==> src/hw/cmp_pkg.sv <==
// Shared widths, instruction fields, opcodes and condition-byte layout for the compare unit
`default_nettype none

package cmp_pkg;

	// ======================================================================
	// Datapath widths
	// ======================================================================

	// Operands and the condition register share one width
	localparam int DATA_W = 32;
	// Instruction word width
	localparam int INSN_W = 32;
	// The operating mode picks one of four condition-byte lanes
	localparam int MODE_W = 2;
	// One condition byte per lane
	localparam int LANE_W = 8;

	// Single-precision field layout used by the FP comparator
	localparam int FP_EXP_LSB = 23;
	localparam int FP_EXP_W   = 8;
	localparam int FP_MAN_W   = 23;

	// ======================================================================
	// Instruction fields and codes
	// ======================================================================

	// Opcode sits in the low bits of the instruction
	localparam int OPC_LSB = 0;
	localparam int OPC_W   = 7;
	// The two-bit op2 field follows the opcode
	localparam int OP2_LSB = 7;
	localparam int OP2_W   = 2;
	// Top bit set means the second operand comes from the immediate
	localparam int IMM_BIT = 31;

	localparam logic [OPC_W-1:0] OP_CMP = 7'h0C;

	// Compare forms carried in op2, code 3 has no meaning and yields a zero byte
	localparam logic [OP2_W-1:0] OP2_CMP  = 2'd0;
	localparam logic [OP2_W-1:0] OP2_CMPA = 2'd1;
	localparam logic [OP2_W-1:0] OP2_FCMP = 2'd2;

	// ======================================================================
	// Condition byte bit positions
	// ======================================================================

	localparam int CB_EQ   = 0;
	localparam int CB_NAND = 1;
	localparam int CB_NOR  = 2;
	localparam int CB_LT   = 3;
	localparam int CB_LE   = 4;
	localparam int CB_CA   = 5;
	localparam int CB_SO   = 6;
	localparam int CB_RESV = 7;

	// Source of the flags that go into the condition byte
	typedef enum logic [1:0] {
		RES_ZERO = 2'd0,
		RES_INT  = 2'd1,
		RES_FP   = 2'd2
	} res_sel_t;

endpackage : cmp_pkg

`default_nettype wire

==> src/hw/cmp_decode.sv <==
// Instruction decoder and issue register feeding the comparators and the condition register
`default_nettype none

module cmp_decode
	import cmp_pkg::*;
(
	input  logic              clk,
	input  logic              rst,
	input  logic              issue,
	input  logic [INSN_W-1:0] ir,
	input  logic [MODE_W-1:0] om,
	input  logic [DATA_W-1:0] a,
	input  logic [DATA_W-1:0] b,
	input  logic [DATA_W-1:0] imm,
	output logic [DATA_W-1:0] op_a,
	output logic [DATA_W-1:0] op_b,
	output logic              is_signed,
	output res_sel_t          res_sel,
	output logic              imm_form,
	output logic [MODE_W-1:0] lane,
	output logic              valid
);

	logic [OPC_W-1:0] opcode;
	logic [OP2_W-1:0] op2;
	logic             dec_imm;
	logic             dec_signed;
	res_sel_t         dec_sel;

	// ======================================================================
	// Field extraction and decode
	// ======================================================================

	assign opcode  = ir[OPC_LSB +: OPC_W];
	assign op2     = ir[OP2_LSB +: OP2_W];
	assign dec_imm = ir[IMM_BIT];

	// Only the plain compare form treats operands as two's complement
	assign dec_signed = (op2 == OP2_CMP);

	always_comb
	begin
		dec_sel = RES_ZERO;
		if (opcode == OP_CMP)
		begin
			case (op2)
				OP2_CMP, OP2_CMPA:
					dec_sel = RES_INT;
				OP2_FCMP:
					dec_sel = RES_FP;
				// The spare op2 code leaves a cleared lane behind
				default:
					dec_sel = RES_ZERO;
			endcase
		end
	end

	// ======================================================================
	// Execute stage register
	// ======================================================================

	// Valid marks a stage that holds a compare waiting to be merged
	always_ff @(posedge clk)
	begin
		if (rst)
			valid <= 1'b0;
		else
			valid <= issue;
	end

	// Operands and decoded controls are loaded on each issue
	always_ff @(posedge clk)
	begin
		if (issue)
		begin
			op_a      <= a;
			op_b      <= dec_imm ? imm : b;
			is_signed <= dec_signed;
			res_sel   <= dec_sel;
			imm_form  <= dec_imm;
			lane      <= om;
		end
	end

	// An instruction with unknown bits would corrupt the decoded lane contents
	a_ir_known : assert property (@(posedge clk) disable iff (rst)
		issue |-> !$isunknown(ir));

endmodule : cmp_decode

`default_nettype wire

==> src/hw/int_compare.sv <==
// Integer comparator giving the condition flags for signed or unsigned operand pairs
`default_nettype none

module int_compare
	import cmp_pkg::*;
(
	input  logic [DATA_W-1:0] op_a,
	input  logic [DATA_W-1:0] op_b,
	input  logic              is_signed,
	output logic              eq,
	output logic              lt,
	output logic              le,
	output logic              ca,
	output logic              nand_f,
	output logic              nor_f
);

	// One extra bit on top of the difference catches the borrow
	logic [DATA_W:0] diff;
	logic            borrow;
	logic            sign_a;
	logic            sign_b;

	// ======================================================================
	// Subtractor and ordering
	// ======================================================================

	assign diff   = {1'b0, op_a} - {1'b0, op_b};
	assign borrow = diff[DATA_W];

	assign sign_a = op_a[DATA_W-1];
	assign sign_b = op_b[DATA_W-1];

	// With equal signs the unsigned borrow already orders signed values
	// When the signs differ in a signed compare the negative one is smaller
	assign lt = (is_signed && (sign_a != sign_b)) ? sign_a : borrow;

	assign eq = (op_a == op_b);
	assign le = lt | eq;

	// Carry is always the unsigned borrow, whatever the signedness
	assign ca = borrow;

	// ======================================================================
	// Bitwise reduction flags
	// ======================================================================

	// Set when the operands share no set bit
	assign nand_f = ~|(op_a & op_b);
	// Set only when both operands are entirely zero
	assign nor_f  = ~|(op_a | op_b);

endmodule : int_compare

`default_nettype wire

==> src/hw/fp_compare.sv <==
// Single-precision comparator giving order, infinity and NaN flags for one operand pair
`default_nettype none

module fp_compare
	import cmp_pkg::*;
(
	input  logic [DATA_W-1:0] op_a,
	input  logic [DATA_W-1:0] op_b,
	output logic              eq,
	output logic              lt,
	output logic              le,
	output logic              inf,
	output logic              nan
);

	logic                sign_a;
	logic                sign_b;
	logic [FP_EXP_W-1:0] exp_a;
	logic [FP_EXP_W-1:0] exp_b;
	logic [FP_MAN_W-1:0] man_a;
	logic [FP_MAN_W-1:0] man_b;
	// Magnitude is everything below the sign bit
	logic [DATA_W-2:0]   mag_a;
	logic [DATA_W-2:0]   mag_b;
	logic                nan_a;
	logic                nan_b;
	logic                inf_a;
	logic                inf_b;
	logic                both_zero;
	logic                ordered_lt;

	// ======================================================================
	// Field decode
	// ======================================================================

	assign sign_a = op_a[DATA_W-1];
	assign sign_b = op_b[DATA_W-1];
	assign exp_a  = op_a[FP_EXP_LSB +: FP_EXP_W];
	assign exp_b  = op_b[FP_EXP_LSB +: FP_EXP_W];
	assign man_a  = op_a[FP_MAN_W-1:0];
	assign man_b  = op_b[FP_MAN_W-1:0];
	assign mag_a  = op_a[DATA_W-2:0];
	assign mag_b  = op_b[DATA_W-2:0];

	// All-ones exponent is a NaN with a nonzero mantissa, infinity otherwise
	assign nan_a = (&exp_a) & (|man_a);
	assign nan_b = (&exp_b) & (|man_b);
	assign inf_a = (&exp_a) & ~(|man_a);
	assign inf_b = (&exp_b) & ~(|man_b);

	assign nan = nan_a | nan_b;
	assign inf = inf_a | inf_b;

	// Plus and minus zero differ only in the sign bit
	assign both_zero = ~(|mag_a) & ~(|mag_b);

	// ======================================================================
	// Ordering
	// ======================================================================

	always_comb
	begin
		if (both_zero)
			ordered_lt = 1'b0;
		else if (sign_a != sign_b)
			ordered_lt = sign_a;
		else if (!sign_a)
			ordered_lt = (mag_a < mag_b);
		// Both negative, so the larger magnitude is the smaller value
		else
			ordered_lt = (mag_a > mag_b);
	end

	// An unordered pair reports neither equal nor less
	assign eq = ~nan & ((op_a == op_b) | both_zero);
	assign lt = ~nan & ordered_lt;
	assign le = lt | eq;

endmodule : fp_compare

`default_nettype wire

==> src/hw/cond_reg_update.sv <==
// Condition register that merges each new condition byte into the lane chosen by the mode
`default_nettype none

module cond_reg_update
	import cmp_pkg::*;
(
	input  logic              clk,
	input  logic              rst,
	input  logic              valid,
	input  logic [MODE_W-1:0] lane,
	input  res_sel_t          res_sel,
	input  logic              imm_form,
	input  logic              int_eq,
	input  logic              int_lt,
	input  logic              int_le,
	input  logic              int_ca,
	input  logic              int_nand,
	input  logic              int_nor,
	input  logic              fp_eq,
	input  logic              fp_lt,
	input  logic              fp_le,
	input  logic              fp_inf,
	input  logic              fp_nan,
	output logic [DATA_W-1:0] cr,
	output logic              done
);

	// Bit offset of the lane inside the register
	logic [MODE_W+$clog2(LANE_W)-1:0] shift;
	logic [LANE_W-1:0]                old_cb;
	logic [LANE_W-1:0]                new_cb;
	logic [DATA_W-1:0]                lane_mask;
	logic [DATA_W-1:0]                cr_next;

	assign shift  = {lane, {$clog2(LANE_W){1'b0}}};
	// The lane is read from the live register so a compare right behind sees it
	assign old_cb = cr[shift +: LANE_W];

	// ======================================================================
	// Condition byte assembly
	// ======================================================================

	always_comb
	begin
		new_cb = '0;
		case (res_sel)
			RES_INT:
			begin
				new_cb[CB_EQ]   = int_eq;
				new_cb[CB_NAND] = int_nand;
				new_cb[CB_NOR]  = int_nor;
				new_cb[CB_LT]   = int_lt;
				new_cb[CB_LE]   = int_le;
				new_cb[CB_CA]   = int_ca;
				new_cb[CB_SO]   = old_cb[CB_SO];
				// Register form clears the reserved bit
				new_cb[CB_RESV] = imm_form & old_cb[CB_RESV];
			end
			RES_FP:
			begin
				new_cb[CB_EQ]   = fp_eq;
				// Bitwise flags are shared with the integer path
				new_cb[CB_NAND] = int_nand;
				new_cb[CB_NOR]  = int_nor;
				new_cb[CB_LT]   = fp_lt;
				new_cb[CB_LE]   = fp_le;
				new_cb[CB_CA]   = fp_inf;
				// Summary overflow is sticky once a NaN has been seen
				new_cb[CB_SO]   = old_cb[CB_SO] | fp_nan;
				new_cb[CB_RESV] = imm_form ? old_cb[CB_RESV] : fp_nan;
			end
			default:
				new_cb = '0;
		endcase
	end

	// ======================================================================
	// Lane merge and register
	// ======================================================================

	assign lane_mask = DATA_W'({LANE_W{1'b1}}) << shift;
	assign cr_next   = (cr & ~lane_mask) | (DATA_W'(new_cb) << shift);

	always_ff @(posedge clk)
	begin
		if (rst)
		begin
			cr   <= '0;
			done <= 1'b0;
		end
		else
		begin
			done <= valid;
			if (valid)
				cr <= cr_next;
		end
	end

	// A staged compare carries a known lane and one of the three result sources
	a_stage_known : assert property (@(posedge clk) disable iff (rst)
		valid |-> !$isunknown({lane, res_sel, imm_form}) &&
			(res_sel == RES_ZERO || res_sel == RES_INT || res_sel == RES_FP));

endmodule : cond_reg_update

`default_nettype wire

==> src/hw/cmp_unit.sv <==
// Top level of the compare unit, to be placed in the execute stage with its condition register
`default_nettype none

module cmp_unit
	import cmp_pkg::*;
(
	input  logic              clk,
	input  logic              rst,
	input  logic              issue,
	input  logic [INSN_W-1:0] ir,
	input  logic [MODE_W-1:0] om,
	input  logic [DATA_W-1:0] a,
	input  logic [DATA_W-1:0] b,
	input  logic [DATA_W-1:0] imm,
	output logic [DATA_W-1:0] cr,
	output logic              done
);

	// Stage register outputs
	logic [DATA_W-1:0] op_a;
	logic [DATA_W-1:0] op_b;
	logic              is_signed;
	res_sel_t          res_sel;
	logic              imm_form;
	logic [MODE_W-1:0] lane;
	logic              valid;

	// Comparator flags
	logic int_eq;
	logic int_lt;
	logic int_le;
	logic int_ca;
	logic int_nand;
	logic int_nor;
	logic fp_eq;
	logic fp_lt;
	logic fp_le;
	logic fp_inf;
	logic fp_nan;

	// ======================================================================
	// Decode and stage register
	// ======================================================================

	cmp_decode u_decode (
		.clk       (clk),
		.rst       (rst),
		.issue     (issue),
		.ir        (ir),
		.om        (om),
		.a         (a),
		.b         (b),
		.imm       (imm),
		.op_a      (op_a),
		.op_b      (op_b),
		.is_signed (is_signed),
		.res_sel   (res_sel),
		.imm_form  (imm_form),
		.lane      (lane),
		.valid     (valid)
	);

	// ======================================================================
	// Comparators
	// ======================================================================

	int_compare u_int_cmp (
		.op_a      (op_a),
		.op_b      (op_b),
		.is_signed (is_signed),
		.eq        (int_eq),
		.lt        (int_lt),
		.le        (int_le),
		.ca        (int_ca),
		.nand_f    (int_nand),
		.nor_f     (int_nor)
	);

	fp_compare u_fp_cmp (
		.op_a (op_a),
		.op_b (op_b),
		.eq   (fp_eq),
		.lt   (fp_lt),
		.le   (fp_le),
		.inf  (fp_inf),
		.nan  (fp_nan)
	);

	// Condition register merge
	cond_reg_update u_cr (
		.clk      (clk),
		.rst      (rst),
		.valid    (valid),
		.lane     (lane),
		.res_sel  (res_sel),
		.imm_form (imm_form),
		.int_eq   (int_eq),
		.int_lt   (int_lt),
		.int_le   (int_le),
		.int_ca   (int_ca),
		.int_nand (int_nand),
		.int_nor  (int_nor),
		.fp_eq    (fp_eq),
		.fp_lt    (fp_lt),
		.fp_le    (fp_le),
		.fp_inf   (fp_inf),
		.fp_nan   (fp_nan),
		.cr       (cr),
		.done     (done)
	);

endmodule : cmp_unit

`default_nettype wire

==> config.mk <==
export PLATFORM = sky130hd
export DESIGN_NAME = cmp_unit
export DESIGN_NICKNAME = d
export VERILOG_FILES = /design/src/hw/cmp_pkg.sv /design/src/hw/cmp_decode.sv /design/src/hw/int_compare.sv /design/src/hw/fp_compare.sv /design/src/hw/cond_reg_update.sv /design/src/hw/cmp_unit.sv
export SDC_FILE = /design/constraint.sdc
export NUM_CORES = 1
export LEC_CHECK = 0
export CELL_PAD_IN_SITES_DETAIL_PLACEMENT = 0
export CELL_PAD_IN_SITES_GLOBAL_PLACEMENT = 1
export CORE_MARGIN = 2
export CORE_UTILIZATION = 30
export DETAILED_ROUTE_END_ITERATION = 6
export DONT_BUFFER_PORTS = 1
export PLACE_DENSITY_LB_ADDON = 0.3
export REMOVE_ABC_BUFFERS = 1
export SKIP_CTS_REPAIR_TIMING = 1
export SLEW_MARGIN = 30
export SYNTH_ARGS = -nofsm -noshare
export SYNTH_HDL_FRONTEND = slang
export SYNTH_HIERARCHICAL = 1
export SYNTH_SLANG_ARGS = --single-unit
==> constraint.sdc <==
create_clock -name clk -period 2.8 [get_ports clk]
set_input_delay 0.42 -clock clk [delete_from_list [all_inputs] [get_ports clk]]
set_output_delay 0.42 -clock clk [all_outputs]
set_load 0.01 [all_outputs]
# After elaboration in Yosys (flattened, before gate mapping)
# Index checks and enable logic that the tools add are counted.
dict set report op_classes {
  n_shift 3
  mux 8
  n_reduce_logical 13
  n_lt_le_gt_ge 2
  add_sub_neg 1
  eq_ne 7
  n_bitwise 24
}
# cell n
set ops {}
lappend ops {{32-bit AND} 2}
lappend ops {{32-bit OR} 2}
lappend ops {{32-bit OR reduction} 2}
lappend ops {{31-bit OR reduction} 2}
lappend ops {{23-bit OR reduction} 2}
lappend ops {{32-bit by 32-bit subtractor with 33-bit output} 1}
lappend ops {{32-bit equality test} 1}
lappend ops {{32-bit 2-to-1 mux} 1}
lappend ops {{32-bit NOT} 1}
lappend ops {{32-bit by 6-bit indexed part select with 8-bit output} 1}
lappend ops {{8-bit by 5-bit left shift with 32-bit output} 1}
lappend ops {{8-bit by 5-bit left shift with 32-bit output (first input constant)} 1}
lappend ops {{31-bit > comparator} 1}
lappend ops {{31-bit < comparator} 1}
lappend ops {{8-bit case mux with 2 select lines} 1}
lappend ops {{8-bit AND reduction} 2}
lappend ops {{1-bit AND} 8}
lappend ops {{7-bit by 4-bit equality test with 1-bit output (second input constant)} 1}
lappend ops {{1-bit OR} 6}
lappend ops {{1-bit 2-to-1 mux} 5}
lappend ops {{1-bit NOT} 5}
lappend ops {{2-bit by 1-bit equality test with 1-bit output (second input constant)} 2}
lappend ops {{2-bit equality test (second input constant)} 2}
lappend ops {{2-bit case mux with 2 select lines} 1}
lappend ops {{5 further kinds} 6}
dict set report totals {
  output_inout_bits 33
  regBits 104
  elab_cells 67
  in_bits 133
}

# Longest topological paths before layout
# Gate-level depths: netlist (run 1).
dict set report depth {
  ltp_word 9
  depth_mapped 11
  mapped_depth_nobuf 11
}

# By module
# Netlist (run 1), hierarchy kept.
# module seq_area_each_um2 cells_each area_per_inst_um2 n_inst
set by_module_without_submodules {}
lappend by_module_without_submodules {cmp_decode 2122.0 113 2553.7 1}
lappend by_module_without_submodules {int_compare 0.0 249 1970.6 1}
lappend by_module_without_submodules {cond_reg_update 660.6 167 1482.7 1}
lappend by_module_without_submodules {fp_compare 0.0 159 1098.6 1}

# Least setup slack after synthesis (run 1)
# OpenSTA, ideal clock, no wires.
dict set report synth_path {
  kind {register -> register}
  from {register u_decode.op_a[16]}
  to {register u_cr.cr[3]}
  path_slack_ns 0.236
  setup_time_ns 0.070
  required_time_ns 2.730
  path_buffers 0
  path_stages_with_launch 11
  t_arrival_ns 2.493
  period_less_slack_ns 2.564
  path_cell_list {edfxtp_1 -> ha_1 -> a21o_1 -> a221o_1 -> a221oi_2 -> o211ai_2 -> or2_1 -> a221oi_2 -> a22o_2 -> nand3b_1 -> a21oi_1}
}
dict set report synth_via {
  elab_chain_len 8
  elab_cells_between_ends 18
  classes_between {add/sub (1); order compare (2); shift (1); mux (5); bitwise (7); reduce/logical (2)}
}
# element line_no
set synth_rtl {}
lappend synth_rtl {{from (decl)} cmp_decode.sv:15} ;# output logic [DATA_W-1:0] op_a,
lappend synth_rtl {{from (signal assigned)} cmp_decode.sv:76} ;# op_a <= a;
lappend synth_rtl {{31-bit < comparator, or another cell as far along} fp_compare.sv:68} ;# ordered_lt = (mag_a < mag_b);
lappend synth_rtl {{1-bit 2-to-1 mux, or another cell as far along} fp_compare.sv:67} ;# else if (!sign_a)
lappend synth_rtl {{1-bit 2-to-1 mux, or another cell as far along} fp_compare.sv:65} ;# else if (sign_a != sign_b)
lappend synth_rtl {{1-bit 2-to-1 mux or 1-bit NOT (tied branches)} {fp_compare.sv:63, fp_compare.sv:76}}
lappend synth_rtl {{1-bit AND (*)} fp_compare.sv:76} ;# assign lt = ~nan & ordered_lt;
lappend synth_rtl {{named net fp_lt} cmp_unit.sv:36} ;# logic fp_lt;
lappend synth_rtl {{8-bit case mux with 2 select lines (*)} cond_reg_update.sv:46} ;# case (res_sel)
lappend synth_rtl {{8-bit by 5-bit left shift with 32-bit output (*)} cond_reg_update.sv:82} ;# assign cr_next = (cr & ~lane_mask) | (DATA_W'(new_cb) << shift);
lappend synth_rtl {{32-bit OR (*)} cond_reg_update.sv:82}
lappend synth_rtl {{to (signal assigned)} cond_reg_update.sv:95} ;# cr <= cr_next;
lappend synth_rtl {{to (decl)} cond_reg_update.sv:24} ;# output logic [DATA_W-1:0] cr,
# Mark *: on every way through the listed nets, which the timed path passes. The rest lies on a longest branch.
# A chain may end at the register's enable or synchronous reset.

# Final worst setup path (run 1)
dict set report layout_path {
  from {register u_decode.op_b[18]}
  to {register u_cr.cr[11]}
}
dict set report layout_via {
  elab_chain_len 8
  elab_cells_between_ends 18
  classes_between {add/sub (1); order compare (2); shift (1); mux (5); bitwise (7); reduce/logical (2)}
}
# element line_no
set layout_rtl {}
lappend layout_rtl {{from (decl)} cmp_decode.sv:16} ;# output logic [DATA_W-1:0] op_b,
lappend layout_rtl {{from (signal assigned)} cmp_decode.sv:77} ;# op_b <= dec_imm ? imm : b;
lappend layout_rtl {{31-bit < comparator, or another cell as far along} fp_compare.sv:68}
lappend layout_rtl {{1-bit 2-to-1 mux, or another cell as far along} fp_compare.sv:67}
lappend layout_rtl {{1-bit 2-to-1 mux, or another cell as far along} fp_compare.sv:65}
lappend layout_rtl {{1-bit 2-to-1 mux or 1-bit NOT (tied branches)} {fp_compare.sv:63, fp_compare.sv:76}}
lappend layout_rtl {{1-bit AND (*)} fp_compare.sv:76}
lappend layout_rtl {{named net fp_lt} cmp_unit.sv:36}
lappend layout_rtl {{8-bit case mux with 2 select lines (*)} cond_reg_update.sv:46}
lappend layout_rtl {{8-bit by 5-bit left shift with 32-bit output (*)} cond_reg_update.sv:82}
lappend layout_rtl {{32-bit OR (*)} cond_reg_update.sv:82}
# Marks and branches as above.

==> results of run 1 <==
[final timing paths]
kind                          startpoint  depth (start not counted)                  endpoint  slack, ps
max          u_decode/op_b[18]$_DFFE_PP_                         11  u_cr/cr[11]$_SDFFE_PP0P_        -20
min                                  rst                          1   u_cr/cr[3]$_SDFFE_PP0P_        100
max reg2reg  u_decode/op_b[18]$_DFFE_PP_                         11  u_cr/cr[11]$_SDFFE_PP0P_        -20
min reg2reg     u_cr/cr[19]$_SDFFE_PP0P_                          2  u_cr/cr[19]$_SDFFE_PP0P_        500
[cell type report]
| cell class | instances | area (sq um) | area share (%) |
|---|---|---|---|
| clock buffers | 9 | 225 | 2.65 |
| clock inverters | 7 | 81.3 | 0.958 |
| inverters | 113 | 424 | 5.00 |
| multi-input cells | 454 | 4040 | 47.6 |
| flip-flops and latches | 104 | 2780 | 32.8 |
| well taps | 319 | 399 | 4.70 |
| repair buffers | 71 | 533 | 6.28 |
[where the power goes]
group	switching (mW)	internal [mW]	total, mW
combinational	0.456	0.421	0.877
clock	0.660	0.642	1.30
sequential	0.0995	1.75	1.84
[registers in the layout, summed over array words and instances, names as in the netlist]
name	cells
u_decode/is_signed	1
u_cr/cr	32
u_decode/op_a	32
u_cr/done	1
u_decode/valid	1
u_decode/imm_form	1
u_decode/lane	2
u_decode/op_b	32
u_decode/res_sel	2
[worst max-delay path, cell delays in order, from the launching register on]
cell	delay, ps
edfxtp_1	350
inv_1	50
ha_1	320
and2_4	160
a221o_1	370
a221oi_4	350
o211ai_2	160
or2_1	250
a221oi_2	260
a22o_2	250
nand3b_1	90
a21oi_1	150
[per-layer routing]
metal	wire, um	GRT usage [%]	part of all wire [%]
met5	0	0	0
met4	367	5.06	2.0
met1	8170	18.6	44
met2	9180	25.9	49
met3	986	3.70	5.3
[logic make-up (layout without fill, tap and decap cells)]
kind of cell | after synthesis | after routing | share of synthesized area [%]
multiplexers | 36 | 36 | 5.69
buffers and inverters | 130 | 200 | 7.17
adder cells (fa/ha/maj) | 129 | 129 | 22.7
AND/OR/NAND/NOR | 184 | 184 | 15.6
AO/OA/AOI/OAI | 105 | 105 | 9.65
flip-flops | 104 | 104 | 39.2
[metrics by stage]
| step | worst slack, ps | total power, mW | cell area, sq um | hold slack, ps |
|---|---|---|---|---|
| final | -15.9 | 4.02 | 8490 | 105 |
| after global placement | -157 | 2.60 | 7760 | 488 |
| after CTS | -246 | 3.95 | 8070 | 93.7 |
| after floorplan | 234 | 2.34 | 7020 | 474 |
| after detailed placement | -225 | 2.63 | 7760 | 491 |
| after global routing | -158 | 4.25 | 8490 | 83.4 |
[placed cells by master, fill, tap and decap left out, drive strengths merged, types with 11 or more instances in the layout]
master and n:
dfxtp 34, inv 118, ha 129, nor4 28, nand2 37, buf 71, nand4 20, nand3b 24
edfxtp 70, mux2 35, nand3 19, a21oi 54, nor2 17, o21ai 11
==> impl_metrics.ini, run 1 <==
[clock_tree]
cts_tree = built
clock_sinks = 104
cts_inserted_buffers = 9
cts_buffer_depth = 2
ctsRootBufferMaster = clkbuf_16
htreeDepth = 3
clock_latency_ps = 370
clk_pin_slew_ps = 80

[synth]
yosysMostFrequentCell = ha_1
yosys_warnings = 6
synth-main-ff-cell = edfxtp_1
synth_seq_cells = 104
yosys.area.top_type_share_pct = 29.6
synth_commonest_cells = ha_1 (129), inv_1 (113), edfxtp_1 (70)
synth_area_sq_mm = 0.00711
synthCells = 688
synth_largest_area_cell = edfxtp_1
async_flop_share_pct = 0
synth_edf_count = 70
ys_seq_area_share_pct = 39.2
ys_top_cells_by_area = edfxtp_1 (30%), ha_1 (23%), dfxtp_1 (9.6%)
synth_area_per_cell_sq_um = 10.3
ys_types = 64

[timing]
max_freq_mhz = 355
worst_slack_ps = -15.9
rsz0062_at_grt = true
tns_ps = -15.9
worstMarginPinSlew_ps = 654
slew_headroom_pct = 56.0
hold_violations = 0
fin_skew_ps = 7.14
fin_crit_sh_pct = 101
min_period_ps = 2820
setup_viol = 1
maxSlewViolCount = 0

[cells_and_area]
drive_above_1_share_pct = 22.8
layoutNonFillerInstCount = 1077
final_util_pct = 36.4
num_antenna_cells = 0
layout.nets = 1015
fill_cells = 2379
area_delta_synth_final_pct = 19.4

[floorplanning]
pin_count = 166
rows = 56
die_w_um = 158
die_h_um = 158
coreArea_sq_mm = 0.0233
dieArea_sq_mm = 0.0249
start_util_pct = 30.5

[global_route]
grt_pass1_vias = 5396
antenna_found_initial = 0
overflow = 0
grt_pass1_wl_mm = 28.7
grt.total_usage_pct = 15.1
grt_max_degree = 72

[routing]
ant_nets = 0
route.detailed.drc = 0
routed_wirelength_mm = 18.7
vias = 5245
routed_wire_length_per_instance_um = 17.4
dr.pass1.iters = 5
viasPerCell = 4.87
drt_iter0_markers = 242

[pwr]
p_per_area_mw_per_mm2 = 474
leakage_nw = 3.64
peakVddDrop_mv = 0.279

[outcome]
status = finished with violations
violations = setup timing

[critical_path]
arrival_ps = 3110
critPathMaxFanout = 4
start_kind = flop
cp-end-kind = flop
critPathKind = flop to flop
critPathRequiredTime_ps = 3100

[job]
max_cap_violations = 0

[placed_design]
portBuffers = 0
dpl.hpwl_mm = 14.5
gp_congestion = 0.856
dp.cells = 1036

[worst_hold_path]
hp-class = primary input to flop
(Power assumes the default switching activity.)
==> run 2: changes to the inputs <==
CAP_MARGIN = 40   (was not set)
CTS_CLUSTER_SIZE = 12   (was not set)
clock period = 2.5 ns   (was 2.8 ns; I/O delays follow)
==> run 2 against run 1 <==
  * The flow still finishes with violations (setup timing)
  * First-iteration DRC count grew 5.8%
  * Routed wire length is essentially flat
  * Sequential power grew 11%
  * Maximum frequency grew 1.2%
  * Global-route usage grew 0.17 points
  * Cell count grew 3.4%
  * Critical path type unchanged
  * Critical endpoint unchanged
  * Largest power group unchanged
  * Highest routed layer unchanged
==> impl_metrics.ini, run 2 (synthesized netlist as in run 1, its figures left out) <==
[outcome]
status = finished with violations
violations = setup timing

[critical_path]
r2r_slack_ps = -280
crit_end = u_cr/cr[11]$_SDFFE_PP0P_
r2r_start = u_decode/op_a[16]$_DFFE_PP_
critPathMaxFanout = 4
arrival_ps = 3080
start_kind = flop
reg2reg_to = u_cr/cr[11]$_SDFFE_PP0P_
cp-end-kind = flop
critPathRequiredTime_ps = 2790
reg2regPathDepth = 10
worstSetupStartpoint = u_decode/op_a[16]$_DFFE_PP_
critPathKind = flop to flop

[placed_design]
dpl.hpwl_mm = 15.0
place_area_sq_mm = 0.00819
dp.cells = 1093
gp_congestion = 0.890
portBuffers = 0

[routing]
routed_wirelength_mm = 18.7
drt_iter0_markers = 256
routed_wire_length_per_instance_um = 16.8
route.detailed.drc = 0
dr.pass1.iters = 4
viasPerCell = 4.78
vias = 5323
ant_nets = 0

[pwr]
peakVddDrop_mv = 0.294
p_per_area_mw_per_mm2 = 519
leakage_nw = 3.83

[timing]
min_period_ps = 2780
tns_ps = -2460
whs_ps = 65.3
max_freq_mhz = 359
hold_violations = 0
fin_crit_sh_pct = 111
setup_viol = 16
rsz0062_at_grt = true
worstMarginPinSlew_ps = 502
fin_skew_ps = 10.7
worst_slack_ps = -283
slew_headroom_pct = 66.3
maxSlewViolCount = 0

[floorplanning]
coreArea_sq_mm = 0.0233
rows = 56
pin_count = 166
start_util_pct = 30.5
dieArea_sq_mm = 0.0249
die_h_um = 158
die_w_um = 158

[clock_tree]
clock_sinks = 104
clk_pin_slew_ps = 80
clock_latency_ps = 360
htreeDepth = 3
cts_buffer_depth = 2
cts_tree = built
ctsRootBufferMaster = clkbuf_16
cts_inserted_buffers = 9

[cells_and_area]
mostFrequentLayoutCell = ha_1
layout.nets = 1052
num_antenna_cells = 0
drive_above_1_share_pct = 25.4
layoutNonFillerInstCount = 1114
top_regs = u_cr/cr x32, u_decode/op_a x32, u_decode/op_b x32
fill_cells = 2352
area_delta_synth_final_pct = 21.8
final_cell_area_sq_mm = 0.00866
final_util_pct = 37.1
final_cell_mix = ha_1 (128), inv_1 (112), buf_4 (108)

[worst_hold_path]
hp-start = rst
hp-class = primary input to flop

[global_route]
grt_pass1_wl_mm = 29.3
antenna_found_initial = 1
grt.total_usage_pct = 15.3
grt_pass1_vias = 5581
grt_max_degree = 72
overflow = 0

[job]
max_cap_violations = 0
-- run 2: how the worst min path moves through the flow --
stage | depth (start not counted) | to
after detailed placement | 1 | u_cr/cr[16]$_SDFFE_PP0P_
final | 1 | u_cr/cr[16]$_SDFFE_PP0P_
after floorplan | 1 | u_cr/cr[0]$_SDFFE_PP0P_
after global routing | 1 | u_cr/cr[16]$_SDFFE_PP0P_
after CTS | 1 | u_cr/cr[16]$_SDFFE_PP0P_
after global placement | 1 | u_cr/cr[6]$_SDFFE_PP0P_
-- run 2: stage by stage --
stage	power, mW	worst slack, ps
2_1_floorplan	2.62	-65.6
3_3_place_gp	3.04	-254
3_5_place_dp	3.07	-369
4_1_cts	4.51	-383
5_1_grt	4.76	-438
6_report	4.49	-283
-- run 2: area by class of cell --
class | count | area [sq um] | area share (%)
sequential | 104 | 2780 | 32.1
clock buffer | 9 | 225 | 2.60
multi-input combinational | 454 | 3950 | 45.6
inverter | 113 | 424 | 4.90
clock inverter | 7 | 68.8 | 0.795
timing repair buffer | 108 | 811 | 9.37
tap | 319 | 399 | 4.61
-- run 2: where the power goes --
part | switching, mW | internal (mW)
combinational | 0.519 | 0.510
clock | 0.710 | 0.709
sequential | 0.0883 | 1.95
total | 1.32 | 3.17
-- run 2: metal layers --
layer / vias to the layer above / track usage, % / share of wire, %
met3: 22 / 3.70 / 5.6
li1: 2657 / - / -
met4: 0 / 4.29 / 1.4
met5: - / 0 / 0
met1: 2520 / 19.1 / 45
met2: 124 / 26.4 / 48
-- run 2: worst max-delay path: stages, from the launching register on --
cell and delay (ps):
edfxtp_1 410, ha_1 340, a21o_1 170, a221o_1 310, a221oi_2 350, o211ai_2 160, or2_1 250, a221oi_2 250
a22o_2 230, nand3b_1 110, a21oi_2 140
==> run 3: changes to the inputs <==
CORE_ASPECT_RATIO = 0.75   (was not set)
==> run 3 against run 2 <==
  * The run still ends with setup timing left
  * Sequential power about the same
  * Register-to-register slack worse by 130 ps
  * Maximum frequency down 4.4%
  * Combinational power up 7%
  * First-iteration DRC count up 25%
  * Largest power group unchanged
==> impl_metrics.ini, run 3 (synthesized netlist as in run 1, its figures left out) <==
[pwr]
p_per_area_mw_per_mm2 = 527
peakVddDrop_mv = 0.281
sequentialPowerShare_pct = 44.1
comb_power_share_pct = 23.7
clockPowerShare_pct = 32.3
switching_power_mw = 1.41
p_int_mw = 3.23
p_sw_share_pct = 30.4
leakage_nw = 3.87

[worst_hold_path]
hp-start = rst
hp-class = primary input to flop

[timing]
fin_crit_sh_pct = 116
hold_violations = 0
whs_ps = 53.2
min_period_ps = 2910
setup_viol = 13
maxSlewViolCount = 0
slew_headroom_pct = 65.1
fin_skew_ps = 19.0
worst_slack_ps = -412
worstMarginPinSlew_ps = 518
rsz0062_at_grt = true
max_freq_mhz = 343

[global_route]
antenna_found_initial = 1
grt_max_degree = 72
overflow = 0
grt_pass1_wl_mm = 30.0
grt.total_usage_pct = 15.7
grt_pass1_vias = 5461

[clock_tree]
cts_buffer_depth = 2
clk_pin_slew_ps = 90
clock_sinks = 104
ctsRootBufferMaster = clkbuf_16
clock_latency_ps = 380
cts_inserted_buffers = 9
cts_tree = built
htreeDepth = 3

[routing]
dr.pass1.iters = 4
viasPerCell = 4.91
route.detailed.drc = 0
vias = 5406
drt_iter0_markers = 319
routed_wire_length_per_instance_um = 17.9
routed_wirelength_mm = 19.7
ant_nets = 0

[critical_path]
worstSetupStartpoint = u_decode/op_a[16]$_DFFE_PP_
critPathMaxFanout = 4
cp-end-kind = flop
r2r_start = u_decode/op_a[16]$_DFFE_PP_
critPathKind = flop to flop
critPathRequiredTime_ps = 2810
start_kind = flop
arrival_ps = 3220

[cells_and_area]
num_antenna_cells = 0
layout.nets = 1057
final_cell_mix = ha_1 (123), buf_4 (109), inv_1 (107)
multi_input_area_sq_mm = 0.00403
fill_cells = 2258
area_delta_synth_final_pct = 23.8
seqCellArea_sq_mm = 0.00278
mostFrequentLayoutCell = ha_1
top_regs = u_cr/cr x32, u_decode/op_a x32, u_decode/op_b x32
final_util_pct = 38.0
drive_above_1_share_pct = 27.3

[floorplanning]
dieArea_sq_mm = 0.0249
coreArea_sq_mm = 0.0231
pin_count = 166
die_h_um = 137
start_util_pct = 30.7
die_w_um = 182
rows = 48

[placed_design]
gp_congestion = 0.862
dpl.hpwl_mm = 15.4
portBuffers = 0

[outcome]
status = finished with violations
violations = setup timing

[job]
max_cap_violations = 0
run 3: routing by layer:
layer / share of wire, % / global-route usage [%] / routed length, um
met1: 50 / 22.1 / 9880
met2: 43 / 24.2 / 8490
met3: 5.0 / 3.54 / 977
met4: 1.7 / 4.61 / 338
met5: 0.066 / 0 / 13
run 3: final timing paths:
kind,cells after the start,slack (ps),end
hold reg to reg,2,500,u_cr/cr[2]$_SDFFE_PP0P_
setup / recovery,10,-410,u_cr/cr[27]$_SDFFE_PP0P_
hold / removal,1,50,u_cr/cr[24]$_SDFFE_PP0P_
setup reg to reg,10,-410,u_cr/cr[27]$_SDFFE_PP0P_
run 3: layout make-up:
cell class | instances | share of cell area, %
Clock buffer | 9 | 2.56
Clock inverter | 7 | 1.01
Inverter | 113 | 4.88
Multi-Input combinational cell | 454 | 45.8
Sequential cell | 104 | 31.6
Tap cell | 300 | 4.27
Timing Repair Buffer | 113 | 9.82
run 3: stage by stage:
stage	cells	instance area, sq um	worst slack, ps	power [mW]	setup TNS [ps]
final	1100	8800	-412	4.64	-2920
after global routing	1100	8800	-515	4.90	-5130
after CTS	1088	8470	-474	4.58	-3950
after detailed placement	1072	8150	-461	3.07	-3490
after global placement	1072	8150	-258	3.04	-2620
after floorplan	671	7020	-65.6	2.62	-301
run 3: worst max-delay path: stages, from the launching register on:
cell and delay [ps]:
edfxtp_1 400, ha_1 340, a21o_1 190, a221o_1 350, a221oi_4 340, o211ai_2 150
or2_1 260, a221oi_2 280, a22o_2 260, nand3b_1 120, a21oi_2 170
run 3: power by group through the flow:
stage | clock network (mW) | logic, mW | registers (mW)
after floorplan | 0 | 0.529 | 2.09
after global placement | 0 | 0.954 | 2.08
after detailed placement | 0 | 0.986 | 2.08
after CTS | 1.54 | 0.995 | 2.05
after global routing | 1.62 | 1.22 | 2.06
final | 1.50 | 1.10 | 2.04
